$ cat src/hw/nn_defs.svh
`ifndef NN_DEFS_SVH
`define NN_DEFS_SVH

// layer shape
`define NUM_INPUTS 4
`define NUM_NEURONS 3

// result queue depth, also the upstream's starting credits
`define RESULT_DEPTH 4
`define OUT_CREDITS 2

// weights packed as {w3, w2, w1, w0}
`define NEURON0_WEIGHTS {32'hBEE9EFD5, 32'hBF27ABDD, 32'h3F4F762E, 32'hBF44EBA1}
`define NEURON0_BIAS 32'h3E5290AF

`define NEURON1_WEIGHTS {32'hBF13346C, 32'hBDCE33B5, 32'h3DEF8094, 32'hBEA37BAE}
`define NEURON1_BIAS 32'h3E600CD2

`define NEURON2_WEIGHTS {32'hBE08AB98, 32'h3F0F6E21, 32'hBE28E519, 32'h3F0F562D}
`define NEURON2_BIAS 32'hBF0F5226

`endif

$ cat src/hw/nnPkg.sv
`include "nn_defs.svh"

package nnPkg;

	// ==================================================
	// float words and fields
	// ==================================================

	// IEEE-754 single precision
	typedef logic [31:0] floatWord;

	// biased exponent
	typedef logic [7:0] expField;

	// mantissa with the hidden one
	typedef logic [23:0] mantField;

	// ==================================================
	// layer vectors
	// ==================================================

	// act[0] is the first activation
	typedef struct packed
	{
		floatWord [`NUM_INPUTS-1:0] act;
	} activationVec;

	// word[n] comes from neuron n
	typedef struct packed
	{
		floatWord [`NUM_NEURONS-1:0] word;
	} resultVec;

endpackage

$ cat src/hw/resultQueue.sv
`timescale 1ns/1ns
`include "nn_defs.svh"

module resultQueue
(
	input logic clk,
	input logic reset,
	input logic push,
	input nnPkg::resultVec pushData,
	input logic outCredit,
	output logic outValid,
	output nnPkg::resultVec outVector,
	output logic inCredit
);
	import nnPkg::*;

	localparam int PTR_W = $clog2(`RESULT_DEPTH);
	localparam int COUNT_W = $clog2(`RESULT_DEPTH + 1);
	localparam int CREDIT_W = $clog2(`OUT_CREDITS + 1);

	resultVec queueMem [`RESULT_DEPTH];
	logic [PTR_W-1:0] wrPtr;
	logic [PTR_W-1:0] rdPtr;
	logic [COUNT_W-1:0] entryCount;
	// credits held toward the downstream
	logic [CREDIT_W-1:0] creditCount;
	logic queueEmpty;
	logic sending;

	function automatic logic [PTR_W-1:0] nextPtr(input logic [PTR_W-1:0] ptr);
		if (ptr == PTR_W'(`RESULT_DEPTH - 1))
			return '0;
		return ptr + 1'b1;
	endfunction

	// ==================================================
	// send side
	// ==================================================

	assign queueEmpty = (entryCount == '0);
	assign sending = !queueEmpty && (creditCount != '0);
	assign outValid = sending;
	assign outVector = queueMem[rdPtr];
	// a freed entry goes back upstream at once
	assign inCredit = sending;

	// ==================================================
	// storage and counters
	// ==================================================

	always_ff @(posedge clk)
	begin
		if (push)
			queueMem[wrPtr] <= pushData;
	end

	always_ff @(posedge clk)
	begin
		if (reset)
		begin
			wrPtr <= '0;
			rdPtr <= '0;
			entryCount <= '0;
			creditCount <= CREDIT_W'(`OUT_CREDITS);
		end
		else
		begin
			if (push)
				wrPtr <= nextPtr(wrPtr);
			if (sending)
				rdPtr <= nextPtr(rdPtr);
			case ({push, sending})
				2'b10: entryCount <= entryCount + 1'b1;
				2'b01: entryCount <= entryCount - 1'b1;
				default: entryCount <= entryCount;
			endcase
			// send and return in one cycle cancel out
			case ({sending, outCredit})
				2'b10: creditCount <= creditCount - 1'b1;
				2'b01: creditCount <= creditCount + 1'b1;
				default: creditCount <= creditCount;
			endcase
		end
	end

endmodule

$ cat config.mk
export PLATFORM = sky130hd
export DESIGN_NAME = resultQueue
export DESIGN_NICKNAME = d
export VERILOG_FILES = /design/src/hw/nnPkg.sv /design/src/hw/resultQueue.sv
export VERILOG_INCLUDE_DIRS = /design/src /design/src/hw
export SDC_FILE = /design/constraint.sdc
export NUM_CORES = 1
export LEC_CHECK = 0
export BUFFER_PORTS_ARGS = -buffer_cell sky130_fd_sc_hd__buf_4
export CORE_MARGIN = 10
export CORE_UTILIZATION = 59
export CTS_BUF_LIST = sky130_fd_sc_hd__clkbuf_4
export DETAILED_ROUTE_END_ITERATION = 8
export HOLD_SLACK_MARGIN = 0.05
export PLACE_DENSITY = 0.83
export SYNTH_ARGS = -nofsm -noshare
export SYNTH_HDL_FRONTEND = slang
export SYNTH_SLANG_ARGS = --single-unit
$ cat constraint.sdc
create_clock -name clk -period 4.3 [get_ports clk]
set_clock_uncertainty 0.15 [all_clocks]
set_input_delay 0 -clock clk [delete_from_list [all_inputs] [get_ports clk]]
set_output_delay 0 -clock clk [all_outputs]
set_load 0.02 [all_outputs]
After elaboration in Yosys (flattened, before gate mapping)
Memory sizes are Yosys's and may differ from the RTL's. A register that Yosys moved wholly into a read port is not among the register bits. Cells that the tools add are included.

Register bits: 9. RAM bits: 384. Memories kept: 1. Output and inout port bits: 98. Logic and storage cells: 39. Input port bits: 100.

Memory list: queueMem (words 4, width 96, read ports 1, clocked after memory_dff 1, wr ports 1, line resultQueue.sv:21) `` resultVec queueMem [`RESULT_DEPTH]; ``.

Eq/ne operators: 6. Multiplexer cells: 16. Reduce and logical (&&, ||, !) cells: 6. Add/subtract/negate cells: 6.

Operator list (count): two-way mux 2 bit (6); equality test 2 bit, second input constant (4); two-way mux 1 bit (8); adder 2 x 1 -> 2 bit, second input constant (3); one-hot mux 3 bit (2 select lines) (1); nonzero test 2 bit (3); equality test 2 x 1 -> 1 bit, second input constant (2); one-hot mux 2 bit (2 select lines) (1); adder 3 x 1 -> 3 bit, second input constant (1); logical NOT 3 bit (1); subtractor 3 x 1 -> 3 bit, second input constant (1); subtractor 2 x 1 -> 2 bit, second input constant (1); logical AND 1 bit (1); logical NOT 1 bit (1).

Longest topological paths before layout
Gate-level depths: netlist of the first run.

Word-level depth: 8. Gate-level depth with buffers: 7. Gate-level depth less buffers: 6.

Worst setup path after synthesis of the first run
No wires, ideal clock.

Kind: register to register. Start point: reg wrPtr[0]. End point: mem queueMem[3][0] (netlist bit) (enable). Cell stages (with the launch flop): 3. Library setup time: 0.465 ns. Data required time: 3.685 ns. Arrival: 2.768 ns. Path slack: 0.917 ns. Path buffers: 0. Clock period less this slack: 3.383 ns. Cells stage by stage: dfxtp_1 -> ha_1 -> and2_1.

RTL lines: start: declaration (line resultQueue.sv:22) `logic [PTR_W-1:0] wrPtr;`; start signal: assignment (line resultQueue.sv:69) `wrPtr <= nextPtr(wrPtr);`; end: declaration (line resultQueue.sv:21).

Straight into the memory's write port.

==> results of run 1 <==
[metrics by stage]
step	util (%)	cells	area, um2	hold WS, ps	total power [mW]
2_1_floorplan	-	571	14500	-51.1	6.32
3_3_place_gp	67.3	1076	16300	48.5	7.23
3_5_place_dp	67.3	1076	16300	54.9	7.31
4_1_cts	79.9	1427	19400	63.3	10.2
5_1_grt	79.9	1428	19400	106	10.7
6_report	80.0	1429	19400	122	10.2
[placed cells by master (no fill, tap or decap), types with 2 or more instances in the layout]
cell type / netlist / routed
o22ai_1: 2 / 2
clkinv_2: 0 / 2
edfxtp_1: 384 / 384
xnor2_1: 2 / 2
dfxtp_4: 0 / 2
inv_1: 4 / 4
diode_2: 0 / 2
dlygate4sd3_1: 0 / 196
nand2_1: 2 / 2
nor2_1: 8 / 8
mux4_2: 96 / 96
mux2i_1: 3 / 3
and2_4: 0 / 4
clkinv_1: 0 / 13
clkbuf_4: 0 / 139
ha_1: 6 / 6
dfxtp_1: 11 / 9
a21oi_1: 2 / 2
xor2_1: 2 / 2
buf_4: 2 / 208
nand3_1: 2 / 2
[cell usage after synthesis (2+ instances only)]
master	count
buf_4	2
a21oi_1	2
xnor2_1	2
o22ai_1	2
buf_2	13
mux2i_1	3
and2_1	4
dfxtp_1	11
edfxtp_1	384
ha_1	6
xor2_1	2
mux4_2	96
clkbuf_1	7
inv_1	4
nand3_1	2
nor2_1	8
nand2_1	2
buf_8	4
[worst register-to-register path, cell delays in order, from the launching register on]
cell and delay, ps:
dfxtp_1 420, ha_1 210, and2_4 790, buf_4 460
[routing by layer]
layer  track usage (%)  share of wire, %  vias up  routed length [um]
li1                  -                 -     3447                   -
met1              26.4                38     4070               12500
met2              35.1                51      366               16900
met3              6.91               8.6       64                2820
met4              7.95               2.5        0                 837
met5                 0                 0        -                   0
[worst max-delay path by stage]
stage | end | slack (ps) | cells after the start
6_report | outVector[17] | 1250 | 3
5_1_grt | outVector[17] | 990 | 3
4_1_cts | outVector[74] | 1130 | 3
3_5_place_dp | outVector[74] | 1910 | 3
3_3_place_gp | outVector[17] | 1960 | 3
2_1_floorplan | queueMem[3][0]$_DFFE_PP_ | 920 | 2
[registers in the layout, indices dropped and copies added, names as in the netlist, named ones only]
name and cells:
rdPtr 2, wrPtr 2, creditCount 2, queueMem 384, entryCount 3
[final cells by class]
class / instances / area share (%)
flip-flops and latches: 395 / 60.6
repair buffers: 405 / 18.3
clock buffers: 139 / 5.38
inverters: 4 / 0.0774
diodes: 2 / 0.0258
clock inverters: 16 / 0.323
well taps: 324 / 2.09
multi-input cells: 144 / 13.2
[where the power goes]
part / switching [mW] / leakage [nW] / internal (mW)
registers: 0.171 / 3.62 / 4.44
logic: 1.42 / 2.53 / 1.34
clock network: 1.39 / 0.672 / 1.46
total: 2.98 / 6.82 / 7.24
[cells by family (layout without fill, tap and decap cells)]
family | count (synthesis) | in the layout | share of synthesized area [%]
AO/OA/AOI/OAI | 13 | 13 | 0.776
XOR/XNOR | 4 | 4 | 0.242
adder cells (fa/ha/maj) | 7 | 7 | 0.655
buffers and inverters | 32 | 564 | 1.47
flip-flops | 395 | 395 | 81.0
multiplexers | 99 | 99 | 15.1
other | 0 | 2 | 0
AND/OR/NAND/NOR | 21 | 21 | 0.759
==> metrics, run 1 <==
outcome=finished, final reports clean; ANT nets after route=0; Clock transition at path regs=roughly 70 ps; FF+latch area=between 10,000 and 15,000 um2; Die ar.=~31,000 um2; Hold Startpoint=push; Post-DP HPWL=between 15 and 20 mm; slowest stage cell, crit path=dfxtp_4; WHS Endpoint=entryCount[2]$_SDFFE_PP0P_; CTS Root Cell=clkbuf_4; Die X=177 um; Yosys top cell by area=edfxtp_1; synthesized flop and latch total=395; largest net degree at the start of global routing=63; Total GRT Usage=between 20% and 30%; Buffers on Ports=about 200; critical path's most frequent cell=buf_4; Worst Setup End Kind=output port; TNS Setup=0 ps; gr ovfl total=0; fillers=around 1,200; fraction of layout cells with a size suffix above 1=between 40 and 50%; Avg Inst Size Synth=about 25 um2; clock insertion delay at the later pin of the skew report=670 ps; I/O pins=a little under 200; r2r setup slk=between 1500 and 2000 ps; largest cells by area after synthesis=edfxtp_1 (79%), mux4_2 (15%), dfxtp_1 (1.5%), ha_1 (0.52%), buf_2 (0.45%); cts repair resizes=0; final hold vios=0; CTS Sinks=395; Post-synth EDFFs=384; Main synth FF type=edfxtp_1; Place WS=1910 ps; hold path cells=4; Yosys top cell area share=between 70% and 80%; Slew Limit Headroom=between 30% and 40%; sequential fraction of the synthesis area=between 80% and 90%; Synth cell types=35; clock tree buffer depth=3; cell area after synthesis=roughly 15,000 um2; postcts setup bufs=0; min setup slack post-route=between 1000 and 1500 ps; Remaining DRCs=0; delay-heaviest family, CP=flip-flops; RSZ-0062 raised after global routing=false; chip height=around 180 um; Rows=57; worst slew pin tran=just under 1000 ps; total CTS buffers=just over 90; Critical Path AT=between 2000 and 3000 ps; CP Class=reg2out; Worst EP required=a little over 4000 ps; PwrDens=roughly 530 nW/um2; CTS tree=yes; max cap viols=0; FFs w/ async S/R, synth=0%; Gate Count Post-Synth=between 500 and 600; length in cells of the worst reg-to-reg path=3; R2R Path End=queueMem[3][52]$_DFFE_PP_; Worst path max stage delay=roughly 860 ps; Setup-failing EPs final=0; worst IR drop on VDD=roughly 0.36 mV; DRT Wirelength=~33 mm; worst min path class=in2reg; vias=about 7,900; max-slew violations=0; WL/cell=about 23 um; Initial DRC Count=roughly 570; reg-to-reg startpoint=wrPtr[0]$_SDFFE_PP0P_; vias per inst=between 5 and 6; Period minus WS final=roughly 3100 ps; CTS Hold Bufs=around 200; Worst setup SP type=flop; P_leak=between 6 and 7 nW; fmax=327 MHz; vias in the first global route=between 8,000 and 9,000; multi-input logic area=between 2000 and 3000 um2; gpl congestion=0.740; crit path cell chain=buf_4, mux4_2, buf_4; Nets=roughly 1,100; Layout area overhead=33.6%; total core area=approximately 24,000 um2; Initial Util=59.8%; H-Tree Level Count=3; Max FO, Critical Path=38; initial antenna violation count=2; global-route wire length before repair=between 50 and 60 mm; post-synth net total=about 680; CP Buf/Inv Count=2; iteration count of the initial detailed-routing pass=4; synth warn=0; period utilisation layout=71.0%
No activity file was read; power rests on OpenSTA's default activity.
==> inputs of run 2 (changes only) <==
--- a/config.mk
+++ b/config.mk
@@ -6,13 +6,14 @@
 export SDC_FILE = /design/constraint.sdc
 export NUM_CORES = 1
 export LEC_CHECK = 0
+export ABC_AREA = 1
 export BUFFER_PORTS_ARGS = -buffer_cell sky130_fd_sc_hd__buf_4
 export CORE_MARGIN = 10
-export CORE_UTILIZATION = 59
+export CORE_UTILIZATION = 54
 export CTS_BUF_LIST = sky130_fd_sc_hd__clkbuf_4
 export DETAILED_ROUTE_END_ITERATION = 8
 export HOLD_SLACK_MARGIN = 0.05
-export PLACE_DENSITY = 0.83
+export PLACE_DENSITY = 0.79
 export SYNTH_ARGS = -nofsm -noshare
 export SYNTH_HDL_FRONTEND = slang
 export SYNTH_SLANG_ARGS = --single-unit
==> constraint.sdc (replaced) <==
create_clock -name clk -period 2.81 [get_ports clk]
set_clock_uncertainty 0.15 [all_clocks]
set_input_delay 0 -clock clk [delete_from_list [all_inputs] [get_ports clk]]
set_output_delay 0 -clock clk [all_outputs]
set_load 0.02 [all_outputs]
==> run 2 against run 1 <==
  * Design area up 1.5%
  * Sequential power up 51%
  * Clock power up 54%
  * Synthesized area up 2.4%
==> metrics, run 2 <==
multi-input logic area=2570 um2 (was 2550 um2); total CTS buffers=93 (was 91); Avg Inst Size Synth=14.8 um2 (was 25.4 um2); Worst Setup End Kind=output port (unchanged); R2R Path End=queueMem[1][63]$_DFFE_PP_ (was queueMem[3][52]$_DFFE_PP_); synth warn=0 (unchanged); Clock power frac=25.9% (was 27.9%); fmax=~380 MHz; clock tree buffer depth=3 (unchanged); Die ar.=34,500 um2 (was 31,300 um2); chip height=186 um (was 177 um); largest net degree at the start of global routing=107 (was 63); clock insertion delay at the later pin of the skew report=700 ps (was 670 ps); total core area=27,000 um2 (was 24,200 um2); Final Power=17.0 mW (was 10.2 mW); worst min path class=in2reg (unchanged); Place WS=830 ps (was 1910 ps); CTS Sinks=395 (unchanged); Synth Area in Simple Gates=5.74% (was 0.759%); Synth Area in XOR/XNOR=0% (was 0.241%); combinational power share=33.1% (was 27.0%); Psw=5.95 mW (was 2.98 mW); min setup slack post-route=170 ps (was 1250 ps); CTS tree=yes (unchanged); PwrDens=864 nW/um2 (was 527 nW/um2); Sw Ratio=35.0% (was 29.1%); dpl cells=1,502 (was 1,076); length in cells of the worst reg-to-reg path=5 (was 3); WHS Endpoint=entryCount[2]$_SDFFE_PP0P_ (unchanged); vias per inst=5.61 (was 5.56); final instance area=19,700 um2 (was 19,400 um2); Post-DP HPWL=20.4 mm (was 18.5 mm); Remaining DRCs=0 (unchanged); Yosys top cell area share=77.6% (was 79.5%); Largest register FFs=384 (unchanged); final hold vios=0 (unchanged); global-route wire length before repair=58.5 mm (was 51.0 mm); sequential fraction of the synthesis area=79.1% (was 81.0%); CP Class=reg2out (unchanged); Synth Area in Adders=0.640% (was 0.655%); P_leak=7.14 nW (was 6.82 nW); Gate Count Post-Synth=1,007 (was 571); worst slew pin tran=746 ps (was 961 ps); post-synth net total=1,114 (was 678); Hold Startpoint=push (unchanged); DRT Wirelength=38.1 mm (was 33.0 mm); CTS Root Cell=clkbuf_4 (unchanged); Initial DRC Count=1,098 (was 566); synthesized flop and latch total=395 (unchanged); RSZ-0062 raised after global routing=false (unchanged); iteration count of the initial detailed-routing pass=5 (was 4); gpl congestion=0.766 (was 0.740); Min Hold Slack=170 ps (was 122 ps); commonest non-fill, non-tap cells in the layout=edfxtp_1 (384), buf_4 (211), nor2_1 (207) (was edfxtp_1 (384), buf_4 (208), dlygate4sd3_1 (196)); Period minus WS final=roughly 2600 ps; Synth cell types=23 (was 35); I/O pins=198 (unchanged); Buffers on Ports=197 (unchanged); Total GRT Usage=21.7% (was 21.4%); hold path cells=5 (was 4); worst IR drop on VDD=0.601 mV (was 0.364 mV); period utilisation layout=roughly 94%; gr ovfl total=0 (unchanged); mux share of post-synthesis cell area=0% (was 15.1%); Initial Util=55.0% (was 59.8%); Main synth FF type=edfxtp_1 (unchanged); max cap viols=0 (unchanged); Post-synth EDFFs=384 (unchanged); vias=10,400 (was 7,947); Layout area overhead=32.5% (was 33.6%); Pint=11.1 mW (was 7.24 mW); WL/cell=20.5 um (was 23.1 um); TNS Setup=0 ps (unchanged); Clock transition at path regs=60 ps (was 70 ps); most frequent cells after synthesis=edfxtp_1 (384), nor2_1 (207), o21ai_0 (106), o22ai_1 (96), o21ai_1 (91) (was edfxtp_1 (384), mux4_2 (96), buf_2 (13), dfxtp_1 (11), nor2_1 (8)); ANT nets after route=0 (unchanged); largest family of logic cells by synthesized area=compound AO/OA/AOI/OAI gates (was multiplexers); top-count cell post-synth=edfxtp_1 (unchanged); most common cell after layout, fill and taps aside=edfxtp_1 (unchanged); Top Registers=queueMem: 384 flops, entryCount: 3 flops (unchanged); fraction of layout cells with a size suffix above 1=23.9% (was 41.3%); vias in the first global route=10,900 (was 8,731); largest cells by area after synthesis=edfxtp_1 (78%), nor2_1 (5.2%), o22ai_1 (4.0%), o21ai_0 (3.6%), o21ai_1 (3.1%) (was edfxtp_1 (79%), mux4_2 (15%), dfxtp_1 (1.5%), ha_1 (0.52%), buf_2 (0.45%)); Yosys top cell by area=edfxtp_1 (unchanged); Slew Limit Headroom=50.3% (was 35.9%); Compound-Gate Fraction of Synth Area=10.9% (was 0.776%); Layout Utilization=72.8% (was 80.0%); Rows=60 (was 57); r2r setup slk=940 ps (was 1940 ps); Top reg by flops=queueMem (unchanged); fillers=1,591 (was 1,208); Setup-failing EPs final=0 (unchanged); FFs w/ async S/R, synth=0% (unchanged); Nets=1,562 (was 1,148); reg-to-reg startpoint=wrPtr[1]$_SDFFE_PP0P_ (was wrPtr[0]$_SDFFE_PP0P_); H-Tree Level Count=3 (unchanged); cell area after synthesis=14,900 um2 (was 14,500 um2); Worst setup SP type=flop (unchanged); fin cells=1,863 (was 1,429); Worst EP required=2660 ps (was 4150 ps); Seq pwr share=41.0% (was 45.1%); max-slew violations=0 (unchanged); Max FO, Critical Path=37 (was 38); post-placement cell area=16,500 um2 (was 16,300 um2); FF+latch area=11,800 um2 (unchanged); Die X=186 um (was 177 um); initial antenna violation count=4 (was 2); Critical Path AT=2490 ps (was 2900 ps); outcome=finished, final reports clean (unchanged)
## run 2: final cells by class
| class | instances | area share [%] |
|---|---|---|
| flip-flops and latches | 395 | 59.7 |
| clock buffers | 129 | 4.92 |
| multi-input cells | 531 | 13.1 |
| repair buffers | 416 | 18.8 |
| clock inverters | 28 | 0.788 |
| well taps | 341 | 2.17 |
| inverters | 18 | 0.458 |
| diodes | 5 | 0.0636 |
## run 2: kinds of logic after synthesis
| kind of cell | after synthesis |
|---|---|
| adder cells (fa/ha/maj) | 7 |
| flip-flops | 395 |
| AND/OR/NAND/NOR | 224 |
| buffers and inverters | 81 |
| AO/OA/AOI/OAI | 300 |
## run 2: routing by layer
layer | share of wire, % | global-route usage (%)
met3 | 9.3 | 5.67
met4 | 2.2 | 8.64
met2 | 50 | 36.2
met5 | 0.031 | 0
met1 | 39 | 26.3
## run 2: worst max path at each step
| stage | slack [ps] | cells past startpoint | end |
|---|---|---|---|
| after floorplan | 150 | 4 | queueMem[0][0]$_DFFE_PP_ |
| after global placement | 860 | 5 | outVector[16] |
| after detailed placement | 830 | 5 | outVector[1] |
| after CTS | 50 | 5 | outVector[1] |
| after global routing | 20 | 4 | outVector[68] |
| final | 170 | 4 | outVector[68] |
## run 2: power groups by stage
stage	Clock, mW	Combinational [mW]	Sequential [mW]
after floorplan	0	3.41	6.98
after detailed placement	0	5.29	7.11
after global placement	0	5.16	7.09
final	4.40	5.64	6.97
after CTS	4.41	5.53	6.98
after global routing	4.81	6.06	6.99
## run 2: worst max-delay path: stages (launching register included)
cell,delay (ps)
dfxtp_4,630
buf_4,460
o21ai_0,160
o22ai_1,320
buf_4,210
## run 2: timing repair
item                                   CTS  global route
buffers inserted                         0             1
endpoints found under the hold margin  616             0
setup endpoints to repair                0            12
resized for setup                        0             3
hold buffers                           198             0
==> inputs of run 3 (changes only) <==
--- a/config.mk
+++ b/config.mk
@@ -8,6 +8,7 @@
 export LEC_CHECK = 0
 export ABC_AREA = 1
 export BUFFER_PORTS_ARGS = -buffer_cell sky130_fd_sc_hd__buf_4
+export CORE_ASPECT_RATIO = 1.75
 export CORE_MARGIN = 10
 export CORE_UTILIZATION = 54
 export CTS_BUF_LIST = sky130_fd_sc_hd__clkbuf_4
==> run 3 against run 2 <==
  * Non-clock buffer count decreased by 1
  * Register-to-register slack got worse by 90 ps
  * Critical path depth unchanged
  * Setup slack got worse by 16 ps
  * Largest cell class unchanged
  * Die area increased by 0.76%
  * Combinational power increased by 2%
  * Fmax decreased by 0.60%
  * Hold slack improved by 180 ps
  * Sequential power decreased by 0.7%
  * Sequential cell count unchanged
  * Global-route usage increased by 0.058 points
  * Clock power about the same
==> metrics, run 3 (synthesized netlist as in run 2, its figures left out) <==
Worst Setup End Kind=output port (unchanged); final hold vios=0 (unchanged); Layout area overhead=32.9% (was 32.5%); period utilisation layout=94.5% (was 94.0%); Slew Limit Headroom=54.4% (was 50.3%); Largest register FFs=384 (unchanged); chip height=239 um (was 186 um); final instance area=19,700 um2 (about the same); TNS Setup=0 ps (unchanged); Worst setup SP type=flop (unchanged); gr ovfl total=0 (unchanged); Post-DP HPWL=19.6 mm (was 20.4 mm); H-Tree Level Count=3 (unchanged); Initial Util=54.6% (was 55.0%); worst slew pin tran=684 ps (was 746 ps); fmax=376 MHz (was 379 MHz); total core area=27,200 um2 (was 27,000 um2); Place WS=824 ps (was 830 ps); CTS Sinks=395 (unchanged); outcome=finished, final reports clean (unchanged); global-route wire length before repair=59.3 mm (was 58.5 mm); clock insertion delay at the later pin of the skew report=740 ps (was 700 ps); vias in the first global route=11,000 (was 10,900); min setup slack post-route=154 ps (was 170 ps); I/O pins=198 (unchanged); slowest stage cell, crit path=dfxtp_4 (unchanged); CTS Root Cell=clkbuf_4 (unchanged); Top Registers=queueMem: 384 flops, entryCount: 3 flops (unchanged); P_leak=7.14 nW (about the same); total CTS buffers=82 (was 93); Die X=145 um (was 186 um); DRT Wirelength=38.9 mm (was 38.1 mm); max-slew violations=0 (unchanged); initial antenna violation count=3 (was 4); Seq pwr share=40.6% (was 41.0%); fillers=1,694 (was 1,591); Layout Utilization=72.5% (was 72.8%); commonest non-fill, non-tap cells in the layout=edfxtp_1 (384), nor2_1 (207), buf_4 (203) (was edfxtp_1 (384), buf_4 (211), nor2_1 (207)); fraction of layout cells with a size suffix above 1=23.3% (was 23.9%); most common cell after layout, fill and taps aside=edfxtp_1 (unchanged); crit path cell chain=buf_16, o21ai_0, o22ai_1, buf_4 (was buf_4, o21ai_0, o22ai_1, buf_4); Initial DRC Count=905 (was 1,098); WL/cell=20.7 um (was 20.5 um); Clock power frac=25.7% (was 25.9%); Worst EP required=2660 ps (about the same); Nets=1,550 (was 1,562); ANT nets after route=0 (unchanged); Max FO, Critical Path=98 (was 37); PwrDens=864 nW/um2 (about the same); Psw=5.97 mW (was 5.95 mW); Setup-failing EPs final=0 (unchanged); Die ar.=34,800 um2 (was 34,500 um2); CTS tree=yes (unchanged); gpl congestion=0.786 (was 0.766); Period minus WS final=2660 ps (was 2640 ps); combinational power share=33.7% (was 33.1%); Clock transition at path regs=80 ps (was 60 ps); CP Buf/Inv Count=2 (unchanged); vias per inst=5.56 (was 5.61); max cap viols=0 (unchanged); Worst path max stage delay=600 ps (was 630 ps); Total GRT Usage=21.7% (about the same); post-placement cell area=16,600 um2 (was 16,500 um2); iteration count of the initial detailed-routing pass=5 (unchanged); Min Hold Slack=352 ps (was 170 ps); Top reg by flops=queueMem (unchanged); Rows=80 (was 60); CP Class=reg2out (unchanged); Critical Path AT=2510 ps (was 2490 ps); Hold Startpoint=creditCount[1]$_SDFFE_PP1P_ (was push); RSZ-0062 raised after global routing=false (unchanged); vias=10,400 (about the same); delay-heaviest family, CP=flip-flops (was buffers and inverters); reg-to-reg startpoint=wrPtr[0]$_SDFFE_PP0P_ (was wrPtr[1]$_SDFFE_PP0P_); Buffers on Ports=197 (unchanged); worst IR drop on VDD=0.532 mV (was 0.601 mV); Sw Ratio=35.0% (about the same); postcts setup bufs=0 (unchanged); largest net degree at the start of global routing=99 (was 107); clock tree buffer depth=3 (unchanged); worst min path class=reg2reg (was in2reg); Pint=11.1 mW (about the same); Remaining DRCs=0 (unchanged)
run 3: cell count changes in the layout (fill, tap and decap cells not counted), moves of 3 or more:
cell,previous run,this run
clkinv_2,1,7
buf_12,4,10
inv_2,1,6
clkbuf_4,129,110
bufinv_16,1,4
buf_4,211,203
run 3: final cells by class:
type | instances | area [um2] | area share [%]
diodes | 4 | 10.0 | 0.0507
clock buffers | 110 | 826 | 4.18
clock inverters | 35 | 244 | 1.24
inverters | 18 | 100 | 0.507
multi-input cells | 531 | 2580 | 13.1
flip-flops and latches | 395 | 11800 | 59.6
well taps | 369 | 462 | 2.34
repair buffers | 415 | 3760 | 19.1
run 3: what timing repair did:
item	4_1_cts	5_1_grt
gates cloned	0	0
setup endpoints to repair	4	39
hold buffers	200	0
endpoints found under the hold margin	588	0
resized for setup	1	10
run 3: power by group through the flow:
stage	clock [mW]	sequential [mW]	combinational, mW
after global routing	4.71	6.95	6.15
after global placement	0	7.02	5.27
after floorplan	0	6.98	3.41
after detailed placement	0	7.03	5.39
after CTS	4.40	6.90	5.64
final	4.38	6.92	5.75
run 3: per-stage QoR:
stage / power (mW) / std cells
2_1_floorplan: 10.4 / 1007
3_3_place_gp: 12.3 / 1528
3_5_place_dp: 12.4 / 1528
4_1_cts: 16.9 / 1873
5_1_grt: 17.8 / 1876
6_report: 17.1 / 1877
run 3: worst paths after layout:
check	slack [ps]	cells after the start	end
min	350	2	creditCount[1]$_SDFFE_PP1P_
max	150	4	outVector[59]
min reg2reg	350	2	creditCount[1]$_SDFFE_PP1P_
max reg2reg	850	5	queueMem[0][40]$_DFFE_PP_
run 3: per-layer routing:
metal | global-route usage, % | vias to the layer above | part of all wire (%)
met5 | 0 | - | 0
met4 | 11.7 | 0 | 3.6
met3 | 4.63 | 96 | 6.3
met2 | 38.6 | 527 | 53
met1 | 23.9 | 5095 | 37
li1 | - | 4723 | -
run 3: tightest hold or removal path, stage by stage (launching register included):
cell     delay [ps]
dfxtp_1         300
inv_1            70
o21ai_0          80
